[src/hdl/eg_pkg.sv]
package eg_pkg;

	localparam int SLOT_W   = 5;
	localparam int LEVEL_W  = 10;
	localparam int EG_CNT_W = 15;
	localparam int AM_W     = 7;

	localparam logic [LEVEL_W-1:0] LEVEL_MAX = 10'd1023; // full attenuation

	typedef enum logic [1:0] {
		PH_ATTACK  = 2'd0,
		PH_DECAY1  = 2'd1,
		PH_DECAY2  = 2'd2,
		PH_RELEASE = 2'd3
	} eg_phase_t;

	// one slot's register record
	typedef struct packed {
		logic [4:0] ar;
		logic [4:0] d1r;
		logic [4:0] d2r;
		logic [3:0] rr;
		logic [3:0] sl;     // 15 acts as 16
		logic [6:0] tl;
		logic [1:0] ams;
		logic       amen;
		logic       key_on;
	} eg_cfg_t;

	typedef struct packed {
		eg_phase_t          phase;
		logic [LEVEL_W-1:0] level;
		logic               key_on; // as seen on the last pass
	} eg_slot_state_t;

	typedef struct packed {
		logic [SLOT_W-1:0]  slot;
		logic [LEVEL_W-1:0] atten;
	} eg_out_t;

endpackage

[src/hdl/eg_delay.sv]
module eg_delay #(
	parameter type T         = logic,
	parameter int  DEPTH     = 2,
	parameter T    RESET_VAL = '0
) (
	input  logic clk,
	input  logic rst,
	input  T     din,
	output T     dout
);

	T stage [DEPTH];

	always_ff @(posedge clk) begin
		if (rst) begin
			for (int i = 0; i < DEPTH; i++) begin
				stage[i] <= RESET_VAL;
			end
		end else begin
			stage[0] <= din;
			for (int i = 1; i < DEPTH; i++) begin
				stage[i] <= stage[i-1];
			end
		end
	end

	assign dout = stage[DEPTH-1];

endmodule

[src/hdl/eg_env.sv]
module eg_env #(
	parameter int N_SLOTS = 32
) (
	input  logic                        clk,
	input  logic                        rst,
	input  eg_pkg::eg_cfg_t             rd_cfg,
	input  logic [eg_pkg::SLOT_W-1:0]   slot_idx,
	input  logic [eg_pkg::EG_CNT_W-1:0] eg_cnt,
	input  logic [eg_pkg::AM_W-1:0]     am,
	output eg_pkg::eg_out_t             result,
	output logic                        result_valid
);
	import eg_pkg::*;

	localparam int PIPE_ST = 3; // state registers ahead of the ring
	localparam int OUT_LAT = 8; // slot_idx to result
	localparam eg_slot_state_t ST_IDLE = '{phase: PH_RELEASE, level: LEVEL_MAX, key_on: 1'b0};

	eg_slot_state_t st_ring, st1, st2, st3;
	eg_cfg_t        cfg1, cfg2, cfg3;
	logic           key_on_now, key_off_now;
	logic [4:0]     d1_level;
	eg_phase_t      phase0;
	logic [4:0]     rate0, rate1, rate2;
	logic           ar_off1, ar_off2;
	logic [3:0]     sh;
	logic [EG_CNT_W-1:0] cnt_sh;
	logic [2:0]     cnt_sel;
	logic [7:0]     pat;
	logic           step1, step2, cnt_hist, sum_up1, sum_up2;
	logic [8:0]     ar_sum0;
	logic [9:0]     ar_sum, ar_res;
	logic [3:0]     dec_step;
	logic [10:0]    dec_sum;
	logic [9:0]     level_nxt;
	logic [8:0]     am_fin, am4, am5;
	logic [9:0]     lvl4;
	logic [6:0]     tl4;
	logic [10:0]    part5;
	logic [11:0]    sum6;
	logic [9:0]     atten7;
	logic [SLOT_W:0] tag_q; // valid bit over slot number

	// phase and rate from the circulating state
	always_comb begin
		key_on_now  = rd_cfg.key_on && !st_ring.key_on;
		key_off_now = !rd_cfg.key_on && st_ring.key_on;
		d1_level    = (rd_cfg.sl == 4'd15) ? 5'd16 : {1'b0, rd_cfg.sl};
		phase0      = st_ring.phase;
		rate0       = {rd_cfg.rr, 1'b1};
		if (key_off_now) begin
			phase0 = PH_RELEASE;
		end else if (key_on_now) begin
			phase0 = PH_ATTACK;
			rate0  = rd_cfg.ar;
		end else begin
			case (st_ring.phase)
				PH_ATTACK: begin
					phase0 = (st_ring.level == '0) ? PH_DECAY1 : PH_ATTACK;
					rate0  = (st_ring.level == '0) ? rd_cfg.d1r : rd_cfg.ar;
				end
				PH_DECAY1: begin
					phase0 = (st_ring.level[9:5] >= d1_level) ? PH_DECAY2 : PH_DECAY1;
					rate0  = (st_ring.level[9:5] >= d1_level) ? rd_cfg.d2r : rd_cfg.d1r;
				end
				PH_DECAY2: rate0 = rd_cfg.d2r;
				default:   rate0 = {rd_cfg.rr, 1'b1};
			endcase
		end
	end

	// counter field and step pattern, both picked by rate
	always_comb begin
		if (st1.phase == PH_ATTACK) begin
			sh = (rate1[4:1] < 4'd11) ? 4'd11 - rate1[4:1] : 4'd0;
		end else begin
			sh = (rate1[4:1] < 4'd12) ? 4'd12 - rate1[4:1] : 4'd0;
		end
		cnt_sh  = eg_cnt >> sh;
		cnt_sel = cnt_sh[2:0];
		if (rate1[4:3] == 2'b11) begin
			if (rate1[4:1] == 4'hf && st1.phase == PH_ATTACK)
				pat = 8'b11111111; // fastest attack
			else
				pat = rate1[0] ? 8'b10101010 : 8'b00000000;
		end else begin
			if (rate1[4:1] == 4'h0 && st1.phase != PH_ATTACK)
				pat = 8'b11111110; // slowest decay
			else
				pat = rate1[0] ? 8'b11101110 : 8'b10101010;
		end
		step1   = (rate1 == '0) ? 1'b0 : pat[cnt_sel];
		sum_up1 = cnt_sel[0] != cnt_hist;
	end

	// level update
	always_comb begin
		case (rate2[4:1])
			4'b1101:          ar_sum0 = {2'b0, st2.level[9:3]} + 9'd1;
			4'b1110, 4'b1111: ar_sum0 = {1'b0, st2.level[9:2]} + 9'd1;
			default:          ar_sum0 = {3'b0, st2.level[9:4]} + 9'd1;
		endcase
		if (rate2[4:3] == 2'b11)
			ar_sum = step2 ? {ar_sum0, 1'b0} : {1'b0, ar_sum0};
		else
			ar_sum = step2 ? {1'b0, ar_sum0} : 10'd0;
		ar_res = (ar_sum < st2.level) ? st2.level - ar_sum : 10'd0;
		case (rate2[4:1])
			4'b1100: dec_step = {2'b0, step2, ~step2};
			4'b1101: dec_step = {1'b0, step2, ~step2, 1'b0};
			4'b1110: dec_step = {step2, ~step2, 2'b0};
			4'b1111: dec_step = 4'd8;
			default: dec_step = {2'b0, step2, 1'b0};
		endcase
		dec_sum   = {1'b0, st2.level} + {7'b0, dec_step};
		level_nxt = st2.level;
		if (ar_off2) begin
			level_nxt = '0;
		end else if (st2.phase == PH_ATTACK) begin
			if (sum_up2 && st2.level != '0)
				level_nxt = (rate2 == 5'd31) ? 10'd0 : ar_res;
		end else if (sum_up2) begin
			level_nxt = (dec_sum > {1'b0, LEVEL_MAX}) ? LEVEL_MAX : dec_sum[9:0];
		end
	end

	// modulation depth
	always_comb begin
		if (!cfg3.amen) begin
			am_fin = '0;
		end else begin
			case (cfg3.ams)
				2'd1:    am_fin = {2'b0, am};
				2'd2:    am_fin = {1'b0, am, 1'b0};
				2'd3:    am_fin = {am, 2'b0};
				default: am_fin = '0;
			endcase
		end
	end

	always_ff @(posedge clk) begin
		if (rst) begin
			st1     <= ST_IDLE;
			st2     <= ST_IDLE;
			st3     <= ST_IDLE;
			ar_off1 <= 1'b0;
			ar_off2 <= 1'b0;
			sum_up2 <= 1'b0;
		end else begin
			st1     <= '{phase: phase0, level: st_ring.level, key_on: rd_cfg.key_on};
			ar_off1 <= key_on_now && (rd_cfg.ar == 5'd31);
			st2     <= st1;
			ar_off2 <= ar_off1;
			sum_up2 <= sum_up1;
			st3     <= '{phase: st2.phase, level: level_nxt, key_on: st2.key_on};
		end
	end

	always_ff @(posedge clk) begin
		rate1  <= rate0;
		rate2  <= rate1;
		step2  <= step1;
		cfg1   <= rd_cfg;
		cfg2   <= cfg1;
		cfg3   <= cfg2;
		lvl4   <= st3.level;
		tl4    <= cfg3.tl;
		am4    <= am_fin;
		part5  <= {1'b0, lvl4} + {1'b0, tl4, 3'b0};
		am5    <= am4;
		sum6   <= {1'b0, part5} + {2'b0, am5, 1'b0};
		atten7 <= (sum6[11:10] != 2'b0) ? LEVEL_MAX : sum6[9:0];
	end

	eg_delay #(.T(eg_slot_state_t), .DEPTH(N_SLOTS - PIPE_ST), .RESET_VAL(ST_IDLE)) u_state_ring (
		.clk  (clk),
		.rst  (rst),
		.din  (st3),
		.dout (st_ring)
	);

	eg_delay #(.T(logic), .DEPTH(N_SLOTS), .RESET_VAL(1'b0)) u_cnt_hist (
		.clk  (clk),
		.rst  (rst),
		.din  (cnt_sel[0]),
		.dout (cnt_hist)
	);

	eg_delay #(.T(logic [SLOT_W:0]), .DEPTH(OUT_LAT), .RESET_VAL('0)) u_slot_tag (
		.clk  (clk),
		.rst  (rst),
		.din  ({1'b1, slot_idx}),
		.dout (tag_q)
	);

	assign result       = '{slot: tag_q[SLOT_W-1:0], atten: atten7};
	assign result_valid = tag_q[SLOT_W];

endmodule

[src/hdl/eg_regs.sv]
module eg_regs #(
	parameter int N_SLOTS = 32
) (
	input  logic                      clk,
	input  logic                      rst,
	input  logic                      cfg_we,
	input  logic [eg_pkg::SLOT_W-1:0] cfg_slot,
	input  eg_pkg::eg_cfg_t           cfg_data,
	input  logic [eg_pkg::SLOT_W-1:0] slot_idx,
	output eg_pkg::eg_cfg_t           rd_cfg
);
	import eg_pkg::*;

	eg_cfg_t cfg_mem [N_SLOTS];
	logic    wr_ok;  // slot exists
	logic    wr_hit; // writing the slot read this cycle

	assign wr_ok  = cfg_we && (int'(cfg_slot) < N_SLOTS);
	assign wr_hit = wr_ok && (cfg_slot == slot_idx);

	always_ff @(posedge clk) begin
		if (rst) begin
			for (int i = 0; i < N_SLOTS; i++) begin
				cfg_mem[i] <= '0;
			end
		end else if (wr_ok) begin
			cfg_mem[cfg_slot] <= cfg_data;
		end
	end

	// read in slot order, one cycle behind slot_idx
	always_ff @(posedge clk) begin
		if (rst) begin
			rd_cfg <= '0;
		end else if (wr_hit) begin
			rd_cfg <= cfg_data; // new record seen at once
		end else begin
			rd_cfg <= cfg_mem[slot_idx];
		end
	end

endmodule

[src/hdl/eg_slot_timer.sv]
module eg_slot_timer #(
	parameter int N_SLOTS = 32
) (
	input  logic                        clk,
	input  logic                        rst,
	output logic [eg_pkg::SLOT_W-1:0]   slot_idx,
	output logic [eg_pkg::EG_CNT_W-1:0] eg_cnt
);
	import eg_pkg::*;

	logic       round; // last slot, wraps next
	logic [1:0] div3;

	assign round = (slot_idx == SLOT_W'(N_SLOTS - 1));

	always_ff @(posedge clk) begin
		if (rst) begin
			slot_idx <= '0;
		end else begin
			slot_idx <= round ? '0 : slot_idx + 1'b1;
		end
	end

	// envelope counter steps once every three rounds
	always_ff @(posedge clk) begin
		if (rst) begin
			div3   <= '0;
			eg_cnt <= '0;
		end else if (round) begin
			if (div3 == 2'd2) begin
				div3   <= '0;
				eg_cnt <= eg_cnt + 1'b1;
			end else begin
				div3 <= div3 + 1'b1;
			end
		end
	end

endmodule

[src/hdl/eg_top.sv]
module eg_top #(
	parameter int N_SLOTS = 32
) (
	input  logic                      clk,
	input  logic                      rst,
	input  logic                      cfg_we,
	input  logic [eg_pkg::SLOT_W-1:0] cfg_slot,
	input  eg_pkg::eg_cfg_t           cfg_data,
	input  logic [eg_pkg::AM_W-1:0]   am,
	output eg_pkg::eg_out_t           result,
	output logic                      result_valid
);
	import eg_pkg::*;

	logic [SLOT_W-1:0]   slot_idx;
	logic [EG_CNT_W-1:0] eg_cnt;
	eg_cfg_t             rd_cfg; // one cycle behind slot_idx

	eg_slot_timer #(.N_SLOTS(N_SLOTS)) u_timer (
		.clk      (clk),
		.rst      (rst),
		.slot_idx (slot_idx),
		.eg_cnt   (eg_cnt)
	);

	eg_regs #(.N_SLOTS(N_SLOTS)) u_regs (
		.clk      (clk),
		.rst      (rst),
		.cfg_we   (cfg_we),
		.cfg_slot (cfg_slot),
		.cfg_data (cfg_data),
		.slot_idx (slot_idx),
		.rd_cfg   (rd_cfg)
	);

	eg_env #(.N_SLOTS(N_SLOTS)) u_env (
		.clk          (clk),
		.rst          (rst),
		.rd_cfg       (rd_cfg),
		.slot_idx     (slot_idx),
		.eg_cnt       (eg_cnt),
		.am           (am),
		.result       (result),
		.result_valid (result_valid)
	);

endmodule

[config.mk]
export PLATFORM = sky130hd
export DESIGN_NAME = eg_top
export DESIGN_NICKNAME = d
export VERILOG_FILES = /design/src/hdl/eg_pkg.sv /design/src/hdl/eg_delay.sv /design/src/hdl/eg_env.sv /design/src/hdl/eg_regs.sv /design/src/hdl/eg_slot_timer.sv /design/src/hdl/eg_top.sv
export SDC_FILE = /design/constraint.sdc
export NUM_CORES = 2
export LEC_CHECK = 0
export BUFFER_PORTS_ARGS = -buffer_cell sky130_fd_sc_hd__buf_2
export CORE_MARGIN = 10
export CORE_UTILIZATION = 25
export CTS_CLUSTER_SIZE = 10
export DETAILED_ROUTE_END_ITERATION = 10
export MAX_ROUTING_LAYER = met4
export PLACE_DENSITY = 0.42
export SETUP_SLACK_MARGIN = 0.05
export SYNTH_ARGS = -nofsm -noshare
export SYNTH_HDL_FRONTEND = slang
export SYNTH_SLANG_ARGS = --single-unit
[constraint.sdc]
create_clock -name clk -period 6 [get_ports clk]
set_input_delay 0.3 -clock clk [delete_from_list [all_inputs] [get_ports clk]]
set_output_delay 0.3 -clock clk [all_outputs]
set_load 0.01 [all_outputs]
# ---- Yosys cells after proc, flatten, opt, wreduce, memory -nomap -nowiden
# Memories as Yosys holds them, arrays and structs flattened. A register that Yosys moved wholly into a read port is not among the register bits.
# Index checks and enable logic that the tools add are counted.
dict set report word_totals {
  reg_bits 173
  ramBits 1545
  out_inout_bits 16
  elab_cells 280
  mem_count 4
}
# memory depth word_bits rd rd_ports_with_merged_regs write_ports line_no
set memory_table {}
lappend memory_table {u_regs.cfg_mem 32 34 1 1 32 eg_regs.sv:14} ;# eg_cfg_t cfg_mem [N_SLOTS];
lappend memory_table {u_env.u_state_ring.stage 29 13 29 0 29 eg_delay.sv:12} ;# T stage [DEPTH];
lappend memory_table {u_env.u_slot_tag.stage 8 6 8 0 8 eg_delay.sv:12}
lappend memory_table {u_env.u_cnt_hist.stage 32 1 32 0 32 eg_delay.sv:12}
dict set report op_classes {
  add_sub_neg 12
  n_lt_le_gt_ge 6
  n_eq_ne 18
  shifts 1
  mux 112
  n_bitwise 70
  n_reduce_logical 22
}
# cell count
set op_table {}
lappend op_table {{two-way mux 13 bit} 29}
lappend op_table {{two-way mux 10 bit} 9}
lappend op_table {{OR 1 bit} 69}
lappend op_table {{two-way mux 6 bit} 8}
lappend op_table {{two-way mux 1 bit} 41}
lappend op_table {{two-way mux 34 bit} 1}
lappend op_table {{OR reduction 34 bit} 1}
lappend op_table {{two-way mux 8 bit} 4}
lappend op_table {{two-way mux 5 bit} 6}
lappend op_table {{one-hot mux 9 bit (3 select lines)} 1}
lappend op_table {{== test 4 bit (second input constant)} 6}
lappend op_table {{one-hot mux 9 bit (2 select lines)} 1}
lappend op_table {{one-hot mux 4 bit (4 select lines)} 1}
lappend op_table {{adder 15 x 1 -> 15 bit (second input constant)} 1}
lappend op_table {{== test 5 bit (second input constant)} 3}
lappend op_table {{one-hot mux 5 bit (3 select lines)} 1}
lappend op_table {{>> shifter 15 x 4 -> 3 bit} 1}
lappend op_table {{adder 11 x 10 -> 12 bit} 1}
lappend op_table {{== test 2 bit (second input constant)} 6}
lappend op_table {{two-way mux 4 bit} 3}
lappend op_table {{adder 10 x 10 -> 11 bit} 1}
lappend op_table {{adder 10 x 4 -> 11 bit} 1}
lappend op_table {{> comparator 11 x 10 -> 1 bit (second input constant)} 1}
lappend op_table {{logical NOT 10 bit} 1}
lappend op_table {{28 further kinds} 44}

# ---- Longest topological paths before layout
dict set report depth {
  depth_word 11
  ltp_mapped 18
  depth_no_buf 16
}

# ---- Modules after synthesis
# A second synthesis with hierarchy kept.
dict set report hier_totals {
  hier_cells 5191
  hier_area_um2 71329.7
}
# module n_inst cells_per_inst area_per_inst_um2 seq_area_each_um2
set by_module_without_submodules {}
lappend by_module_without_submodules {eg_regs 1 3349 50769.9 33352.0}
lappend by_module_without_submodules {{eg_delay at u_env.u_state_ring} 1 796 10348.7 7547.2}
lappend by_module_without_submodules {eg_env 1 775 7078.0 3022.9}
lappend by_module_without_submodules {{eg_delay at u_env.u_slot_tag} 1 101 1305.0 960.9}
lappend by_module_without_submodules {eg_slot_timer 1 103 964.7 440.4}
lappend by_module_without_submodules {{eg_delay at u_env.u_cnt_hist} 1 67 863.3 640.6}

# ---- Worst setup path before layout
# OpenSTA, ideal clock, no wires.
dict set report synth_path {
  kind {input -> register}
  from {input cfg_we}
  to {memory u_regs.cfg_mem[28][0] in the netlist's numbering (enable)}
  setup_ps 473
  arrival_time_ps 3784
  slack_ps 1743
  path_stages 5
  path_buffers 2
  path_cell_list {nor2b_1 -> or3b_2 -> clkbuf_1 -> clkbuf_1 -> o21ai_0}
}
# item line_no
set synth_lines {}
lappend synth_lines {{from (decl)} eg_top.sv:6} ;# input logic cfg_we,
lappend synth_lines {{to (decl)} eg_regs.sv:14}

# ---- Worst setup path in the final report
dict set report layout_path {
  from {register u_env.st2[5] in the netlist's numbering}
  to {register u_env.st3[4] in the netlist's numbering}
}
dict set report layout_between {
  elab_chain_cells 10
  word_cells_on_any_way 20
  cone_classes {add/sub: 5; order compare: 2; mux: 11; reduce/logical: 2}
}
# item line_no
set layout_rtl {}
lappend layout_rtl {{from (decl)} eg_env.sv:19} ;# eg_slot_state_t st_ring, st1, st2, st3;
lappend layout_rtl {{from (signal assigned)} eg_env.sv:152} ;# st2 <= st1;
lappend layout_rtl {{adder 8 x 1 -> 9 bit (tied with other cells)} eg_env.sv:100} ;# 4'b1110, 4'b1111: ar_sum0 = {1'b0, st2.level[9:2]} + 9'd1;
lappend layout_rtl {{one-hot mux 9 bit (2 select lines)} eg_env.sv:98} ;# case (rate2[4:1])
lappend layout_rtl {{two-way mux 9 bit / two-way mux 10 bit (equally long branches)} {eg_env.sv:106, eg_env.sv:104}}
lappend layout_rtl {{two-way mux 10 bit} eg_env.sv:103} ;# if (rate2[4:3] == 2'b11)
lappend layout_rtl {{subtractor 10 bit / less-than comparator 10 bit (equally long branches)} eg_env.sv:107} ;# ar_res = (ar_sum < st2.level) ? st2.level - ar_sum : 10'd0;
lappend layout_rtl {{two-way mux 10 bit} eg_env.sv:107}
lappend layout_rtl {{two-way mux 10 bit} eg_env.sv:121} ;# level_nxt = (rate2 == 5'd31) ? 10'd0 : ar_res;
lappend layout_rtl {{two-way mux 10 bit} eg_env.sv:120} ;# if (sum_up2 && st2.level != '0)
lappend layout_rtl {{two-way mux 10 bit (*)} eg_env.sv:119} ;# end else if (st2.phase == PH_ATTACK) begin
lappend layout_rtl {{two-way mux 10 bit (*)} eg_env.sv:117} ;# if (ar_off2) begin
lappend layout_rtl {{to (signal assigned)} eg_env.sv:155} ;# st3 <= '{phase: st2.phase, level: level_nxt, key_on: st2.key_on};
lappend layout_rtl {{to (decl)} eg_env.sv:19}
# Mark *: on every way between the ends. The rest lies on a longest branch, timed or not.
# A chain may end at the register's enable or synchronous reset.

==> summary.md <==
| Metric | Value |
|---|---|
| Synth Flop Type | `edfxtp_1` |
| R2R depth | `14` |
| Largest net degree at the start of global routing | `271` |
| Max H-tree Level | `4` |
| Cell variety after synth | `69` |
| Yosys reg bits | `1752` |
| Worst Hold Class | `in -> reg` |
| Root Driver | `clkbuf_16` |
| Overall die height | `549.9 microns` |
| Final Net Count | `4949` |
| Net Count, Synth | `4955` |
| First-pass GRT wire length | `276200 microns` |
| Slew headroom | `25.30%` |
| Pwr Total | `26.95 mW` |
| Core Util, Final | `28.95%` |
| Yosys warns | `0` |
| Register-to-register setup slack | `1.88 ns` |
| Critical path type | `reg -> reg` |
| 1st-pass router iterations | `5` |
| Synth Area in Adders | `0.9626%` |
| Seq. cell area | `45980 sq um` |
| Final hold vios | `0` |
| Reg-to-Reg Start | `u_env.st2[5]` |
| Setup Fix Bufs, Post-CTS | `0` |
| Mapped cell area | `70190 sq um` |
| Async set-reset flop share out of synthesis | `0%` |
| Max Clock Freq | `242.9 MHz` |
| Critical Path AT | `4.88 ns` |
| Worst IR drop on VDD | `0.0002654 V` |
| DP Cell Count | `8347` |
| Largest family of logic cells by synthesized area | `simple AND/OR/NAND/NOR gates` |
| Grt ovf | `0` |
| Synth Area in Compound Gates | `2.310%` |
| Power Density | `333.1 nW/um^2` |
| WL/cell | `21.52 microns` |
| CTS tree | `done` |
| Vias in the first global route | `39320` |
| Clock Path Buffers | `4` |
| Initial antenna violation count | `25` |
| I/O Buffers | `64` |
| Die area | `302300 sq um` |
| Number of synthesized flops with an enable pin | `1088` |
| CP required | `6.77 ns` |
| Cell row count | `194` |
| Outcome | `finished clean` |
| Endpoint type of the worst setup path | `register` |
| Min Tclk post-route | `4.117 ns` |
| DIE WIDTH | `549.9 microns` |
| Xor and xnor area share after synthesis | `0.7362%` |
| Post-Synth Simple-Gate Area | `16.30%` |
| Share of layout cells above drive strength 1 | `23.96%` |
| # resized after CTS | `0` |
| Period utilization | `68.62%` |
| Max-Cap Viols | `0` |
| Num ports | `65` |
| Synth top area share | `46.55%` |
| Multi-input combinational cell area | `23050 sq um` |
| Routability cong. | `0.7736` |
| Worst-Margin Slew | `1.118 ns` |
| Fill cell count | `27900` |
| Crit path to | `u_env.st3[4]` |
| RSZ-0062 raised after global routing | `false` |
| Top post-synthesis cells by area | `edfxtp_1, dfxtp_1, mux4_2` |
| Top-count cell post-synth | `and2_1` |
| Hpwl dp | `106900 microns` |
| Clock transition at path regs | `0.06 ns` |
| Iter 0 DRT Violations | `2695` |
| CP Launch Type | `register` |
| Mean post-synth cell area | `14.45 sq um` |
| Sequential element share of the synthesized area | `65.49%` |
| CP max FO | `14` |
| Area grow syn2layout | `15.25%` |
| DR DRC count | `0` |
| Yosys top cell by area | `edfxtp_1` |
| Pleak | `27.29 nW` |
| Commonest cells in the netlist | `and2_1, edfxtp_1, dfxtp_1, or2_2, clkbuf_1` |
| CP Launch Point | `u_env.st2[5]` |
| Final Non-Filler Cells | `8659` |
| Number of routed nets with antenna violations | `0` |
| Total CTS buffers | `206` |
| Clock skew | `0.03827 ns` |
| Post-synthesis mux area share | `11.78%` |
| GRT Util Overall | `12.53%` |
| # setup viols final | `0` |
| Initial Util | `25.12%` |
| Clock Latency Late Sink | `0.86 ns` |
| Vias | `37170` |
| Via/cell ratio | `4.292` |
| Post-Synthesis Cells | `4856` |
| Number of max-slew violations in the final report | `0` |
| Core area | `279400 sq um` |
| Routed WL | `186400 microns` |
| CTS Sinks | `1752` |
| Critical hold path startpoint | `cfg_data[21]` |
| Setup TNS | `0 ns` |
| Crit Reg-Reg Endpoint | `u_env.st3[4]` |
[kinds of logic (layout without fill, tap and decap cells)]
kind of cell | Yosys count | after routing
muxes | 399 | 399
buffers and inverters | 436 | 504
and+or+nand+nor | 1912 | 1912
AOI/OAI and AO/OA | 246 | 246
DFF | 1752 | 1752
adders and majority gates | 52 | 52
xor gates and xnor gates | 59 | 59
other | 0 | 11
[cells in the final DEF (no fill, tap or decap), drive strengths merged, types with 4 or more instances in the layout]
cell type / netlist / routed
xnor2: 32 / 32
and2: 1094 / 1094
a221oi: 12 / 12
dfxtp: 664 / 664
nand3b: 6 / 6
nor4: 7 / 7
o21ai: 69 / 69
nand2b: 9 / 9
clkinv: 0 / 9
dlygate4sd3: 0 / 19
nor3: 16 / 16
edfxtp: 1088 / 1088
mux2: 5 / 5
or2: 375 / 375
inv: 41 / 41
ha: 46 / 46
nand2: 62 / 62
mux2i: 53 / 53
fa: 4 / 4
buf: 44 / 162
xor2: 27 / 27
nor2: 141 / 141
o21bai: 4 / 4
a211oi: 44 / 44
or3: 15 / 15
and3: 10 / 10
o21a: 4 / 4
or3b: 5 / 5
a31oi: 9 / 9
a21o: 14 / 14
o211ai: 15 / 15
a21oi: 42 / 42
nand3: 28 / 28
mux4: 341 / 341
nor2b: 118 / 118
a21boi: 4 / 4
diode: 0 / 11
nand4: 15 / 15
clkbuf: 351 / 272
[per-layer routing]
layer	routed length (microns)	global-route usage, %
met1	86930	16.93
met2	85340	19.33
met3	10610	2.850
met4	3472	2.583
met5	0	-
[registers in the layout, summed over array words and instances (netlist names), 11 cells and up]
register and flops:
u_regs.cfg_mem 1088, u_env.u_state_ring.stage 377, u_env.u_slot_tag.stage 48, u_regs.rd_cfg 34
u_env.u_cnt_hist.stage 32, u_timer.eg_cnt 15, u_env.st1 13, u_env.st2 13
u_env.st3 13, u_env.sum6 12, u_env.part5 11
[through the flow]
step | area, sq um | hold slack, ns | worst slack [ns]
floorplan | 70190 | 0.3096 | 1.743
detailed placement | 75050 | 0.3121 | 2.002
global route | 80870 | 0.06954 | 1.427
global placement | 75050 | 0.3128 | 1.936
finish | 80890 | 0.07587 | 1.883
CTS | 80870 | 0.003285 | 1.936
[critical path, cell delays in order (launching register included)]
cell	delay, ns
dfxtp_1	0.72
ha_1	0.43
nand4_1	0.16
xnor2_1	0.17
a221oi_1	0.46
o21ai_0	0.16
a21oi_1	0.18
ha_1	0.25
nand3_1	0.13
o2111ai_1	0.27
a31oi_1	0.13
o21bai_1	0.18
and3_1	0.39
a221oi_1	0.13
o31ai_1	0.24
[timing repair]
action,4_1_cts,5_1_grt
setup endpoints to repair,0,0
hold buffers,19,0
hold endpoints to repair,49,0
[final cells by class]
type,instances,share of cell area [%]
antenna,11,0.03403
clock buffer,272,6.809
clock inverter,10,0.1500
inverter,41,0.1933
multi-input combinational,2668,28.49
sequential,1752,56.84
tap,3724,5.760
timing repair buffer,181,1.723
[worst min path at each step]
stage,end,slack [ns],cells past startpoint
finish,u_regs.rd_cfg[21],0.08,3
global route,u_regs.rd_cfg[2],0.07,4
CTS,u_regs.rd_cfg[21],0.003,3
detailed placement,u_env.cfg2[4],0.31,0
global placement,u_env.am5[2],0.31,0
floorplan,u_env.am5[0],0.31,0
[power breakdown]
group	switching, mW	internal (mW)
registers	0.263	13.4
logic	1.34	0.901
clock network	4.74	6.34
total	6.34	20.6
(Power assumes the default switching activity.)
